<file path="src/common/decode_pkg.sv">
package decode_pkg;

    // ------------------------------------------------
    // Basic types
    // ------------------------------------------------
    typedef logic [31:0] bus32_t;
    typedef logic [4:0]  reg_addr_t;
    typedef logic [5:0]  exc_code_t;

    localparam reg_addr_t REG_RA  = 5'd1;   // BL link register
    localparam exc_code_t EXC_INE = 6'h0D;  // Instruction not exist

    // ------------------------------------------------
    // ALU operation and result class
    // ------------------------------------------------
    typedef enum logic [4:0] {
        ALU_NOP  = 5'd0,
        ALU_ADD,            // ADD.W and ADDI.W
        ALU_SUB,
        ALU_SLT,            // SLT and SLTI
        ALU_SLTU,           // SLTU and SLTUI
        ALU_AND,
        ALU_OR,
        ALU_XOR,
        ALU_NOR,
        ALU_BEQ,
        ALU_BNE,
        ALU_BLT,
        ALU_BGE,
        ALU_BLTU,
        ALU_BGEU,
        ALU_B,
        ALU_BL,
        ALU_JIRL,
        ALU_LD_W,
        ALU_ST_W
    } alu_op_t;

    typedef enum logic [2:0] {
        ALU_SEL_NOP         = 3'd0,
        ALU_SEL_ARITH       = 3'd1,
        ALU_SEL_LOGIC       = 3'd2,
        ALU_SEL_JUMP_BRANCH = 3'd3,
        ALU_SEL_LOAD_STORE  = 3'd4
    } alu_sel_t;

    // ------------------------------------------------
    // Opcodes, 2RI16 format, inst[31:26]
    // ------------------------------------------------
    localparam logic [5:0] OPC_JIRL = 6'h13;
    localparam logic [5:0] OPC_B    = 6'h14;
    localparam logic [5:0] OPC_BL   = 6'h15;
    localparam logic [5:0] OPC_BEQ  = 6'h16;
    localparam logic [5:0] OPC_BNE  = 6'h17;
    localparam logic [5:0] OPC_BLT  = 6'h18;
    localparam logic [5:0] OPC_BGE  = 6'h19;
    localparam logic [5:0] OPC_BLTU = 6'h1A;
    localparam logic [5:0] OPC_BGEU = 6'h1B;

    // 2RI12 format, inst[31:22]
    localparam logic [9:0] OPC_SLTI   = 10'h008;
    localparam logic [9:0] OPC_SLTUI  = 10'h009;
    localparam logic [9:0] OPC_ADDI_W = 10'h00A;
    localparam logic [9:0] OPC_ANDI   = 10'h00D;
    localparam logic [9:0] OPC_ORI    = 10'h00E;
    localparam logic [9:0] OPC_XORI   = 10'h00F;
    localparam logic [9:0] OPC_LD_W   = 10'h0A2;
    localparam logic [9:0] OPC_ST_W   = 10'h0A6;

    // 3R format, inst[31:15]
    localparam logic [16:0] OPC_ADD_W = 17'h00020;
    localparam logic [16:0] OPC_SUB_W = 17'h00022;
    localparam logic [16:0] OPC_SLT   = 17'h00024;
    localparam logic [16:0] OPC_SLTU  = 17'h00025;
    localparam logic [16:0] OPC_NOR   = 17'h00028;
    localparam logic [16:0] OPC_AND   = 17'h00029;
    localparam logic [16:0] OPC_OR    = 17'h0002A;
    localparam logic [16:0] OPC_XOR   = 17'h0002B;

    // ------------------------------------------------
    // Dispatch record
    // ------------------------------------------------
    typedef struct packed {
        bus32_t          pc;
        bus32_t          inst;
        logic            inst_valid;        // Claimed by a decoder
        logic [1:0]      reg_read_en;       // Index 0 is port 0
        reg_addr_t [1:0] reg_read_addr;
        logic            reg_write_en;
        reg_addr_t       reg_write_addr;
        alu_op_t         aluop;
        alu_sel_t        alusel;
        bus32_t          imm;
        logic            is_exception;
        exc_code_t       exception_cause;
    } id_dispatch_t;

endpackage

</file>
<file path="src/hw/decoder/decoder_2ri16.sv">
module decoder_2ri16 (
    input  decode_pkg::bus32_t       pc_i,
    input  decode_pkg::bus32_t       inst_i,
    output decode_pkg::id_dispatch_t id_o
);

    import decode_pkg::*;

    logic [5:0]  opcode;
    reg_addr_t   rj;
    reg_addr_t   rd;
    logic [15:0] offs16;
    logic [25:0] offs26;
    bus32_t      imm_offs16;
    bus32_t      imm_offs26;

    assign opcode = inst_i[31:26];
    assign rj     = inst_i[9:5];
    assign rd     = inst_i[4:0];
    assign offs16 = inst_i[25:10];
    assign offs26 = {inst_i[9:0], inst_i[25:10]};   // High part sits in the rd/rj slots

    assign imm_offs16 = {{14{offs16[15]}}, offs16, 2'b00};
    assign imm_offs26 = {{4{offs26[25]}}, offs26, 2'b00};

    always_comb begin
        id_o      = '0;
        id_o.pc   = pc_i;
        id_o.inst = inst_i;

        case (opcode)
            OPC_BEQ:  id_o.aluop = ALU_BEQ;
            OPC_BNE:  id_o.aluop = ALU_BNE;
            OPC_BLT:  id_o.aluop = ALU_BLT;
            OPC_BGE:  id_o.aluop = ALU_BGE;
            OPC_BLTU: id_o.aluop = ALU_BLTU;
            OPC_BGEU: id_o.aluop = ALU_BGEU;
            OPC_B:    id_o.aluop = ALU_B;
            OPC_BL:   id_o.aluop = ALU_BL;
            OPC_JIRL: id_o.aluop = ALU_JIRL;
            default:  id_o.aluop = ALU_NOP;
        endcase

        case (id_o.aluop)
            ALU_NOP: begin
            end
            ALU_B: begin
                id_o.imm = imm_offs26;
            end
            ALU_BL: begin
                id_o.reg_write_en   = 1'b1;
                id_o.reg_write_addr = REG_RA;
                id_o.imm            = imm_offs26;
            end
            ALU_JIRL: begin
                id_o.reg_read_en[0]   = 1'b1;
                id_o.reg_read_addr[0] = rj;
                id_o.reg_write_en     = 1'b1;
                id_o.reg_write_addr   = rd;
                id_o.imm              = imm_offs16;
            end
            default: begin                                   // Conditional branches
                id_o.reg_read_en      = 2'b11;
                id_o.reg_read_addr[0] = rj;
                id_o.reg_read_addr[1] = rd;                  // rd is a source here
                id_o.imm              = imm_offs16;
            end
        endcase

        if (id_o.aluop != ALU_NOP) begin
            id_o.inst_valid = 1'b1;
            id_o.alusel     = ALU_SEL_JUMP_BRANCH;
        end
    end

    // Unconditional jump has no register operand
    always_comb begin
        if (opcode == OPC_B) begin
            assert final (id_o.reg_read_en == 2'b00)
                else $error("B decoded with a register read enabled");
        end
    end

endmodule

</file>
<file path="src/hw/decoder/decoder_2ri12.sv">
module decoder_2ri12 (
    input  decode_pkg::bus32_t       pc_i,
    input  decode_pkg::bus32_t       inst_i,
    output decode_pkg::id_dispatch_t id_o
);

    import decode_pkg::*;

    logic [9:0]  opcode;
    reg_addr_t   rj;
    reg_addr_t   rd;
    logic [11:0] si12;
    bus32_t      imm_sext;
    bus32_t      imm_zext;

    assign opcode = inst_i[31:22];
    assign rj     = inst_i[9:5];
    assign rd     = inst_i[4:0];
    assign si12   = inst_i[21:10];

    assign imm_sext = {{20{si12[11]}}, si12};
    assign imm_zext = {20'b0, si12};       // Bitwise immediates

    always_comb begin
        id_o      = '0;
        id_o.pc   = pc_i;
        id_o.inst = inst_i;

        case (opcode)
            OPC_SLTI: begin
                id_o.aluop  = ALU_SLT;
                id_o.alusel = ALU_SEL_ARITH;
                id_o.imm    = imm_sext;
            end
            OPC_SLTUI: begin
                id_o.aluop  = ALU_SLTU;
                id_o.alusel = ALU_SEL_ARITH;
                id_o.imm    = imm_sext;
            end
            OPC_ADDI_W: begin
                id_o.aluop  = ALU_ADD;
                id_o.alusel = ALU_SEL_ARITH;
                id_o.imm    = imm_sext;
            end
            OPC_ANDI: begin
                id_o.aluop  = ALU_AND;
                id_o.alusel = ALU_SEL_LOGIC;
                id_o.imm    = imm_zext;
            end
            OPC_ORI: begin
                id_o.aluop  = ALU_OR;
                id_o.alusel = ALU_SEL_LOGIC;
                id_o.imm    = imm_zext;
            end
            OPC_XORI: begin
                id_o.aluop  = ALU_XOR;
                id_o.alusel = ALU_SEL_LOGIC;
                id_o.imm    = imm_zext;
            end
            OPC_LD_W: begin
                id_o.aluop  = ALU_LD_W;
                id_o.alusel = ALU_SEL_LOAD_STORE;
                id_o.imm    = imm_sext;       // Address offset
            end
            OPC_ST_W: begin
                id_o.aluop  = ALU_ST_W;
                id_o.alusel = ALU_SEL_LOAD_STORE;
                id_o.imm    = imm_sext;
            end
            default: begin
            end
        endcase

        if (id_o.alusel != ALU_SEL_NOP) begin
            id_o.inst_valid       = 1'b1;
            id_o.reg_read_en[0]   = 1'b1;      // Base or source is always rj
            id_o.reg_read_addr[0] = rj;
            if (id_o.aluop == ALU_ST_W) begin
                id_o.reg_read_en[1]   = 1'b1;  // Store data
                id_o.reg_read_addr[1] = rd;
            end else begin
                id_o.reg_write_en   = 1'b1;
                id_o.reg_write_addr = rd;
            end
        end
    end

endmodule

</file>
<file path="src/hw/decoder/decoder_3r.sv">
module decoder_3r (
    input  decode_pkg::bus32_t       pc_i,
    input  decode_pkg::bus32_t       inst_i,
    output decode_pkg::id_dispatch_t id_o
);

    import decode_pkg::*;

    logic [16:0] opcode;
    reg_addr_t   rk;
    reg_addr_t   rj;
    reg_addr_t   rd;

    assign opcode = inst_i[31:15];
    assign rk     = inst_i[14:10];
    assign rj     = inst_i[9:5];
    assign rd     = inst_i[4:0];

    always_comb begin
        id_o      = '0;                 // imm stays zero for this format
        id_o.pc   = pc_i;
        id_o.inst = inst_i;

        case (opcode)
            OPC_ADD_W: begin
                id_o.aluop  = ALU_ADD;
                id_o.alusel = ALU_SEL_ARITH;
            end
            OPC_SUB_W: begin
                id_o.aluop  = ALU_SUB;
                id_o.alusel = ALU_SEL_ARITH;
            end
            OPC_SLT: begin
                id_o.aluop  = ALU_SLT;
                id_o.alusel = ALU_SEL_ARITH;
            end
            OPC_SLTU: begin
                id_o.aluop  = ALU_SLTU;
                id_o.alusel = ALU_SEL_ARITH;
            end
            OPC_NOR: begin
                id_o.aluop  = ALU_NOR;
                id_o.alusel = ALU_SEL_LOGIC;
            end
            OPC_AND: begin
                id_o.aluop  = ALU_AND;
                id_o.alusel = ALU_SEL_LOGIC;
            end
            OPC_OR: begin
                id_o.aluop  = ALU_OR;
                id_o.alusel = ALU_SEL_LOGIC;
            end
            OPC_XOR: begin
                id_o.aluop  = ALU_XOR;
                id_o.alusel = ALU_SEL_LOGIC;
            end
            default: begin
            end
        endcase

        if (id_o.alusel != ALU_SEL_NOP) begin
            id_o.inst_valid       = 1'b1;
            id_o.reg_read_en      = 2'b11;
            id_o.reg_read_addr[0] = rj;
            id_o.reg_read_addr[1] = rk;
            id_o.reg_write_en     = 1'b1;
            id_o.reg_write_addr   = rd;
        end
    end

endmodule

</file>
<file path="src/hw/decoder/id_select.sv">
module id_select (
    input  logic                     clk_i,
    input  decode_pkg::id_dispatch_t rec_2ri16_i,
    input  decode_pkg::id_dispatch_t rec_2ri12_i,
    input  decode_pkg::id_dispatch_t rec_3r_i,
    output decode_pkg::id_dispatch_t id_o
);

    import decode_pkg::*;

    logic [2:0] claim;

    assign claim = {rec_2ri16_i.inst_valid, rec_2ri12_i.inst_valid, rec_3r_i.inst_valid};

    always_comb begin
        if (rec_2ri16_i.inst_valid) begin
            id_o = rec_2ri16_i;
        end else if (rec_2ri12_i.inst_valid) begin
            id_o = rec_2ri12_i;
        end else if (rec_3r_i.inst_valid) begin
            id_o = rec_3r_i;
        end else begin
            // Nobody knows this encoding
            id_o                 = '0;
            id_o.pc              = rec_3r_i.pc;     // Same pc/inst on every record
            id_o.inst            = rec_3r_i.inst;
            id_o.aluop           = ALU_NOP;
            id_o.alusel          = ALU_SEL_NOP;
            id_o.is_exception    = 1'b1;
            id_o.exception_cause = EXC_INE;
        end
    end

    // ------------------------------------------------
    // Format decoders must not overlap
    // ------------------------------------------------
    a_single_claim : assert property (@(posedge clk_i) $onehot0(claim))
        else $error("More than one decoder claimed inst %h", rec_3r_i.inst);

endmodule

</file>
<file path="src/hw/id_stage.sv">
module id_stage (
    input  logic                     clk_i,
    input  logic                     rst_n_i,
    input  logic                     valid_i,
    input  decode_pkg::bus32_t       pc_i,
    input  decode_pkg::bus32_t       inst_i,
    input  logic                     stall_i,
    input  logic                     flush_i,
    output logic                     valid_o,
    output decode_pkg::id_dispatch_t id_o
);

    import decode_pkg::*;

    id_dispatch_t rec_2ri16;
    id_dispatch_t rec_2ri12;
    id_dispatch_t rec_3r;
    id_dispatch_t dec_rec;

    logic         valid_q;
    id_dispatch_t id_q;

    // ------------------------------------------------
    // Format decoders, all looking at the same word
    // ------------------------------------------------
    decoder_2ri16 u_dec_2ri16 (
        .pc_i   (pc_i),
        .inst_i (inst_i),
        .id_o   (rec_2ri16)
    );

    decoder_2ri12 u_dec_2ri12 (
        .pc_i   (pc_i),
        .inst_i (inst_i),
        .id_o   (rec_2ri12)
    );

    decoder_3r u_dec_3r (
        .pc_i   (pc_i),
        .inst_i (inst_i),
        .id_o   (rec_3r)
    );

    id_select u_select (
        .clk_i       (clk_i),
        .rec_2ri16_i (rec_2ri16),
        .rec_2ri12_i (rec_2ri12),
        .rec_3r_i    (rec_3r),
        .id_o        (dec_rec)
    );

    // ------------------------------------------------
    // Decode to dispatch register
    // ------------------------------------------------
    always_ff @(posedge clk_i) begin
        if (!rst_n_i) begin
            valid_q <= 1'b0;
            id_q    <= '0;
        end else if (flush_i) begin
            valid_q <= 1'b0;                 // Wins over stall
        end else if (!stall_i) begin
            valid_q <= valid_i;
            if (valid_i) begin
                id_q <= dec_rec;
            end
        end
    end

    assign valid_o = valid_q;
    assign id_o    = id_q;

    a_stall_hold : assert property (@(posedge clk_i) disable iff (!rst_n_i)
        stall_i && !flush_i |=> $stable(id_o) && $stable(valid_o))
        else $error("Dispatch record changed during stall");

endmodule

</file>
<file path="config.mk">
export PLATFORM = sky130hd
export DESIGN_NAME = id_stage
export DESIGN_NICKNAME = d
export VERILOG_FILES = /design/src/common/decode_pkg.sv /design/src/hw/decoder/decoder_2ri16.sv /design/src/hw/decoder/decoder_2ri12.sv /design/src/hw/decoder/decoder_3r.sv /design/src/hw/decoder/id_select.sv /design/src/hw/id_stage.sv
export SDC_FILE = /design/constraint.sdc
export NUM_CORES = 1
export LEC_CHECK = 0
export ABC_AREA = 1
export BUFFER_PORTS_ARGS = -buffer_cell sky130_fd_sc_hd__buf_2
export CORE_MARGIN = 10
export CORE_UTILIZATION = 50
export CTS_CLUSTER_DIAMETER = 60
export DETAILED_ROUTE_END_ITERATION = 8
export PLACE_DENSITY = 0.81
export SYNTH_ARGS = -nofsm -noshare
export SYNTH_HDL_FRONTEND = slang
export SYNTH_SLANG_ARGS = --single-unit
</file>
<file path="constraint.sdc">
create_clock -name clk_i -period 2.3 [get_ports clk_i]
set_input_delay 0.23 -clock clk_i [delete_from_list [all_inputs] [get_ports clk_i]]
set_output_delay 0.23 -clock clk_i [all_outputs]
set_load 0.1 [all_outputs]
</file>
-- After elaboration in Yosys (flattened, before gate mapping)
Memories as Yosys holds them, arrays and structs flattened.
Index checks and enable logic that the tools add are counted.
- equal/unequal tests: 20
- multiplexer cells: 19
- bitwise logic cells: 3
- reduce and logical (&&, ||, !) cells: 9
- operators by type and width (operator ; count):
    case mux 40 bit (8 select lines) ; 1
    2-to-1 mux 66 bit ; 3
    equality test 17 x 6 -> 1 bit, second input constant ; 8
    case mux 32 bit (2 select lines) ; 1
    equality test 10 x 4 -> 1 bit, second input constant ; 6
    case mux 7 bit (8 select lines) ; 1
    2-to-1 mux 19 bit ; 2
    equality test 10 x 8 -> 1 bit, second input constant ; 2
    2-to-1 mux 5 bit ; 4
    equality test 5 bit, second input constant ; 3
    case mux 6 bit (2 select lines) ; 1
    2-to-1 mux 6 bit ; 1
    nonzero test 3 bit ; 2
    equality test 5 x 4 -> 1 bit, second input constant ; 1
    logical NOT 5 bit ; 1
    nonzero test 5 bit ; 1
    2-to-1 mux 1 bit ; 4
    OR reduction 2 bit ; 2
    OR reduction 4 bit ; 1
    NOT 1 bit ; 3
    AND reduction 3 bit ; 1
    OR reduction 3 bit ; 1
    2-to-1 mux 2 bit ; 1
- register bits: 131
- ROM bits: 160
- bits of input ports: 69
- output and inout port bits: 131
- memories: 1
- memories (memory ; depth ; width ; read ports ; clocked after Yosys merged registers in ; wr ports ; RTL line ; source):
    (name not given) ; 32 ; 5 ; 1 ; 0 ; 0 ; decoder_2ri16.sv:31 ; case (opcode)

-- Depth between registers and ports, before layout
- depth after elaboration: 7
- mapped depth: 15

-- Hierarchy
Synthesis repeated with hierarchy kept, for this count alone.
- cells, all modules: 2381
- area, all modules: 13464.2 um^2
- by module, submodules not included (module ; times used ; cells each ; area each (um^2) ; seq. area each (um^2)):
    id_stage ; 1 ; 860 ; 5761.8 ; 2622.5
    id_select ; 1 ; 907 ; 3764.9 ; 0.0
    decoder_2ri16 ; 1 ; 235 ; 1565.3 ; 0.0
    decoder_2ri12 ; 1 ; 202 ; 1214.9 ; 0.0
    decoder_3r ; 1 ; 177 ; 1157.4 ; 0.0

-- Least setup slack after synthesis
No wires, ideal clock.
- path kind: register to output
- from: reg, netlist name id_o[37]
- to: out id_o[35] (netlist name)
- arrival time: 1423 ps
- required time: 2070 ps
- setup slack: 647 ps
- cell stages (with the launch flop): 2
- buffers on the path: 1
- path through: dfxtp_1 -> buf_4
- RTL lines (what ; RTL line ; source):
    end, declared ; id_stage.sv:10 ; output decode_pkg::id_dispatch_t id_o

-- Final worst setup path
- from: in inst_i[30]
- to: reg id_q, in the netlist id_o[21]
- cells in the longest elaborated chain, start to end: 6
- elaborated cells on any way between the ends: 22
- classes of those cells: eq/ne: 10; mux: 7; reduce/logical: 4; memory: 1
- ends and longest elaborated chain (what ; RTL line ; source):
    start, declared ; id_stage.sv:6 ; input decode_pkg::bus32_t inst_i,
    memory read (32 x 5 bit), or another cell as far along ; - ;
    2-to-1 mux 5 bit / case mux 40 bit (8 select lines) (equally long branches) ; decoder_2ri16.sv:31, decoder_2ri12.sv:29 ;
    equality test 5 x 4 -> 1 bit, or another cell as far along ; decoder_2ri16.sv:44 ; case (id_o.aluop)
    OR reduction 2 bit (no source line) / 2-to-1 mux 19 bit (equally long branches) ; - ;
    case mux 32 bit (2 select lines) / 2-to-1 mux 66 bit (equally long branches) ; decoder_2ri16.sv:44, id_select.sv:18 ;
    2-to-1 mux 66 bit (*) ; id_select.sv:16 ; if (rec_2ri16_i.inst_valid) begin
    end signal, assigned ; id_stage.sv:64 ; id_q <= dec_rec;
    end, declared ; id_stage.sv:21 ; id_dispatch_t id_q;
Every way passes the cells marked *; elsewhere a longest branch is shown, timed or not.
A chain may end at the register's enable or synchronous reset.

==> impl_metrics.py <==
metrics = {
    "synth": {
        "syn_avg_cell_area_um2": 7.00,
        "synth_cell_type_count": 37,
        "ys_top_cells_by_area": "dfxtp_1, nand2_1, nor2_1",
        "synth_top_area_share_pct": 44.2,
        "syn_inst": 783,
        "yosys_warnings": 0,
        "syn-cell-area_mm2": 0.00548,
        "ys_seq_elements": 121,
        "yosysSeqAreaShare_pct": 44.2,
        "yosys.area.top_type": "dfxtp_1",
    },
    "route": {
        "via_per_inst": 5.14,
        "vias": 5930,
        "drt_wl_total_um": 18400,
        "wl_per_cell_um": 15.9,
        "drt-initial-drc-count": 399,
        "postRouteAntennaNets": 0,
        "route.detailed.drc": 0,
        "first_pass_iters": 5,
    },
    "place": {
        "io_buffer_count": 196,
        "post-dp-hpwl_um": 12700,
        "dp_cells": 1083,
        "gp_congestion": 0.905,
    },
    "outcome": {
        "status": "complete, no violations",
    },
    "floorplanning": {
        "core_mm2": 0.0108,
        "die_area_mm2": 0.0155,
        "rows": 38,
        "initial_utilization_pct": 50.8,
        "dieHeight_um": 125,
        "io_pins": 200,
        "die_w_um": 125,
    },
    "clocking": {
        "clk_pin_slew_ns": 0.06,
        "cts_tree": "done",
        "root_buffer": "clkbuf_8",
        "cts.sinks": 121,
        "holdBufCountCts": 37,
        "h-tree-depth": 4,
        "post_cts.repair.setup_buffers": 0,
        "post_cts_resized": 0,
        "tritoncts.num_buffers": 17,
        "cts_buffer_depth": 2,
        "clock_latency_ns": 0.52,
    },
    "finish": {
        "layout_commonest_cell": "buf_2",
        "layout_common_cells": "buf_2, nand2_1, nor2_1, dfxtp_1, o21ai_0",
        "multiInputGateArea_mm2": 0.00256,
        "drive_gt1_share_pct": 27.6,
        "syn_to_final_growth_pct": 36.3,
        "num-fill-cells": 893,
        "nets": 1074,
        "seqCellArea_mm2": 0.00242,
        "layoutNonFillerInstCount": 1154,
    },
    "critical_path": {
        "crit_arrival_ns": 2.51,
        "cp.required_ns": 2.76,
        "cp-end-kind": "flip-flop",
        "r2r_slack_ns": 1.54,
        "crit_type": "input pin to flip-flop",
        "startpoint_type": "input pin",
        "cp_max_fo": 12,
    },
    "sta": {
        "fin_crit_sh_pct": 89.2,
        "fmax_mhz": 487,
        "fin_crit_ns": 2.05,
        "relSlewSlack_pct": 65.6,
        "setup_violations": 0,
        "fin_worst_skew_ns": 0,
        "rsz0062_at_grt": "no",
        "holdWs_ns": 0.0262,
        "fin_setup_tns_ns": 0,
        "hold_violations": 0,
        "slew_viol_final": 0,
        "worst_pin_slew_ns": 0.519,
    },
    "global_routing": {
        "track_usage_pct": 23.4,
        "grt_max_degree": 110,
        "grt_antenna_before_repair": 2,
        "grt_util_met3_pct": 12.0,
        "overflow": 0,
        "use_met2_pct": 36.8,
        "grt_pass1_wl_um": 30200,
        "first_global_vias": 5948,
        "grt_util_met1_pct": 26.1,
        "top_usage_layer": "met2",
    },
    "pwr": {
        "p_per_area_mw_per_mm2": 806,
        "p_leak_nw": 3.82,
        "ir_drop_uv": 476,
    },
    "hold_path": {
        "hold_class": "input pin to flip-flop",
    },
    "job": {
        "drv_cap": 0,
    },
}
## logic make-up after synthesis
logic type               synth area share [%]
AO/OA/AOI/OAI                            15.2
other                                  0.0684
flip-flops                               44.2
adder cells (fa/ha/maj)                  1.37
AND/OR/NAND/NOR                          29.9
buffers and inverters                    9.34
## sequential cells by signal, indices dropped and copies added, names as in the netlist
signal   flops
id_o       120
valid_o      1
## worst max-delay path: stages
cell	delay [ns]
dlygate4sd3_1	0.53
buf_2	0.15
nor2_1	0.23
nand2_1	0.17
nor2_1	0.18
nor2_1	0.09
nand3_2	0.18
nand3_2	0.27
nor2_2	0.29
nor2_1	0.08
nor2_1	0.09
## per-layer routing
metal | up-vias | routed length [µm]
met4 | 0 | 521
met2 | 286 | 8360
met5 | - | 0
met1 | 2675 | 7320
met3 | 48 | 2210
li1 | 2921 | -
## where the power goes
group	total, mW	switching (mW)	internal (mW)
logic	1.24	0.991	0.246
registers	2.22	0.0417	2.18
clock network	2.56	0.970	1.59
total	6.02	2.00	4.02
## layout make-up
type	instances	share of cell area (%)
multi-input combinational	545	34.2
sequential	121	32.4
timing repair buffer	245	19.8
clock buffer	21	6.01
inverter	69	3.48
tap	140	2.34
clock inverter	11	1.64
antenna	2	0.0670
## path summary, 6_finish.rpt
path,cells past startpoint,from,to
max,11,inst_i[30],id_o[21]
max reg2reg,2,id_o[110],id_o[110]
min,3,inst_i[12],id_o[78]
min reg2reg,2,id_o[85],id_o[85]
## synth_stat cells (all sizes together)
library cell  instances
buf                  22
dfxtp               121
nor2                152
o21a                  2
clkinv                1
a211oi                5
o221a                 1
and3                  1
o211ai                1
nand2               187
ha                    6
nor3                  5
nand3                35
o2111ai               1
a31oi                 4
o221ai                1
a21oi                61
nand3b                1
clkbuf               28
conb                  1
inv                  68
o21ai                74
nand4                 5
## stage by stage
step                area, µm²  total power [mW]  setup WS, ns  utilization [%]
floorplan                5490              3.19         0.647                -
global placement         6530              3.44         0.284             60.5
detailed placement       6530              3.44         0.195             60.5
CTS                      7470              6.05         0.311             69.2
global route             7470              6.23        0.0490             69.2
finish                   7470              6.02         0.248             69.2
(Power assumes the default switching activity.)
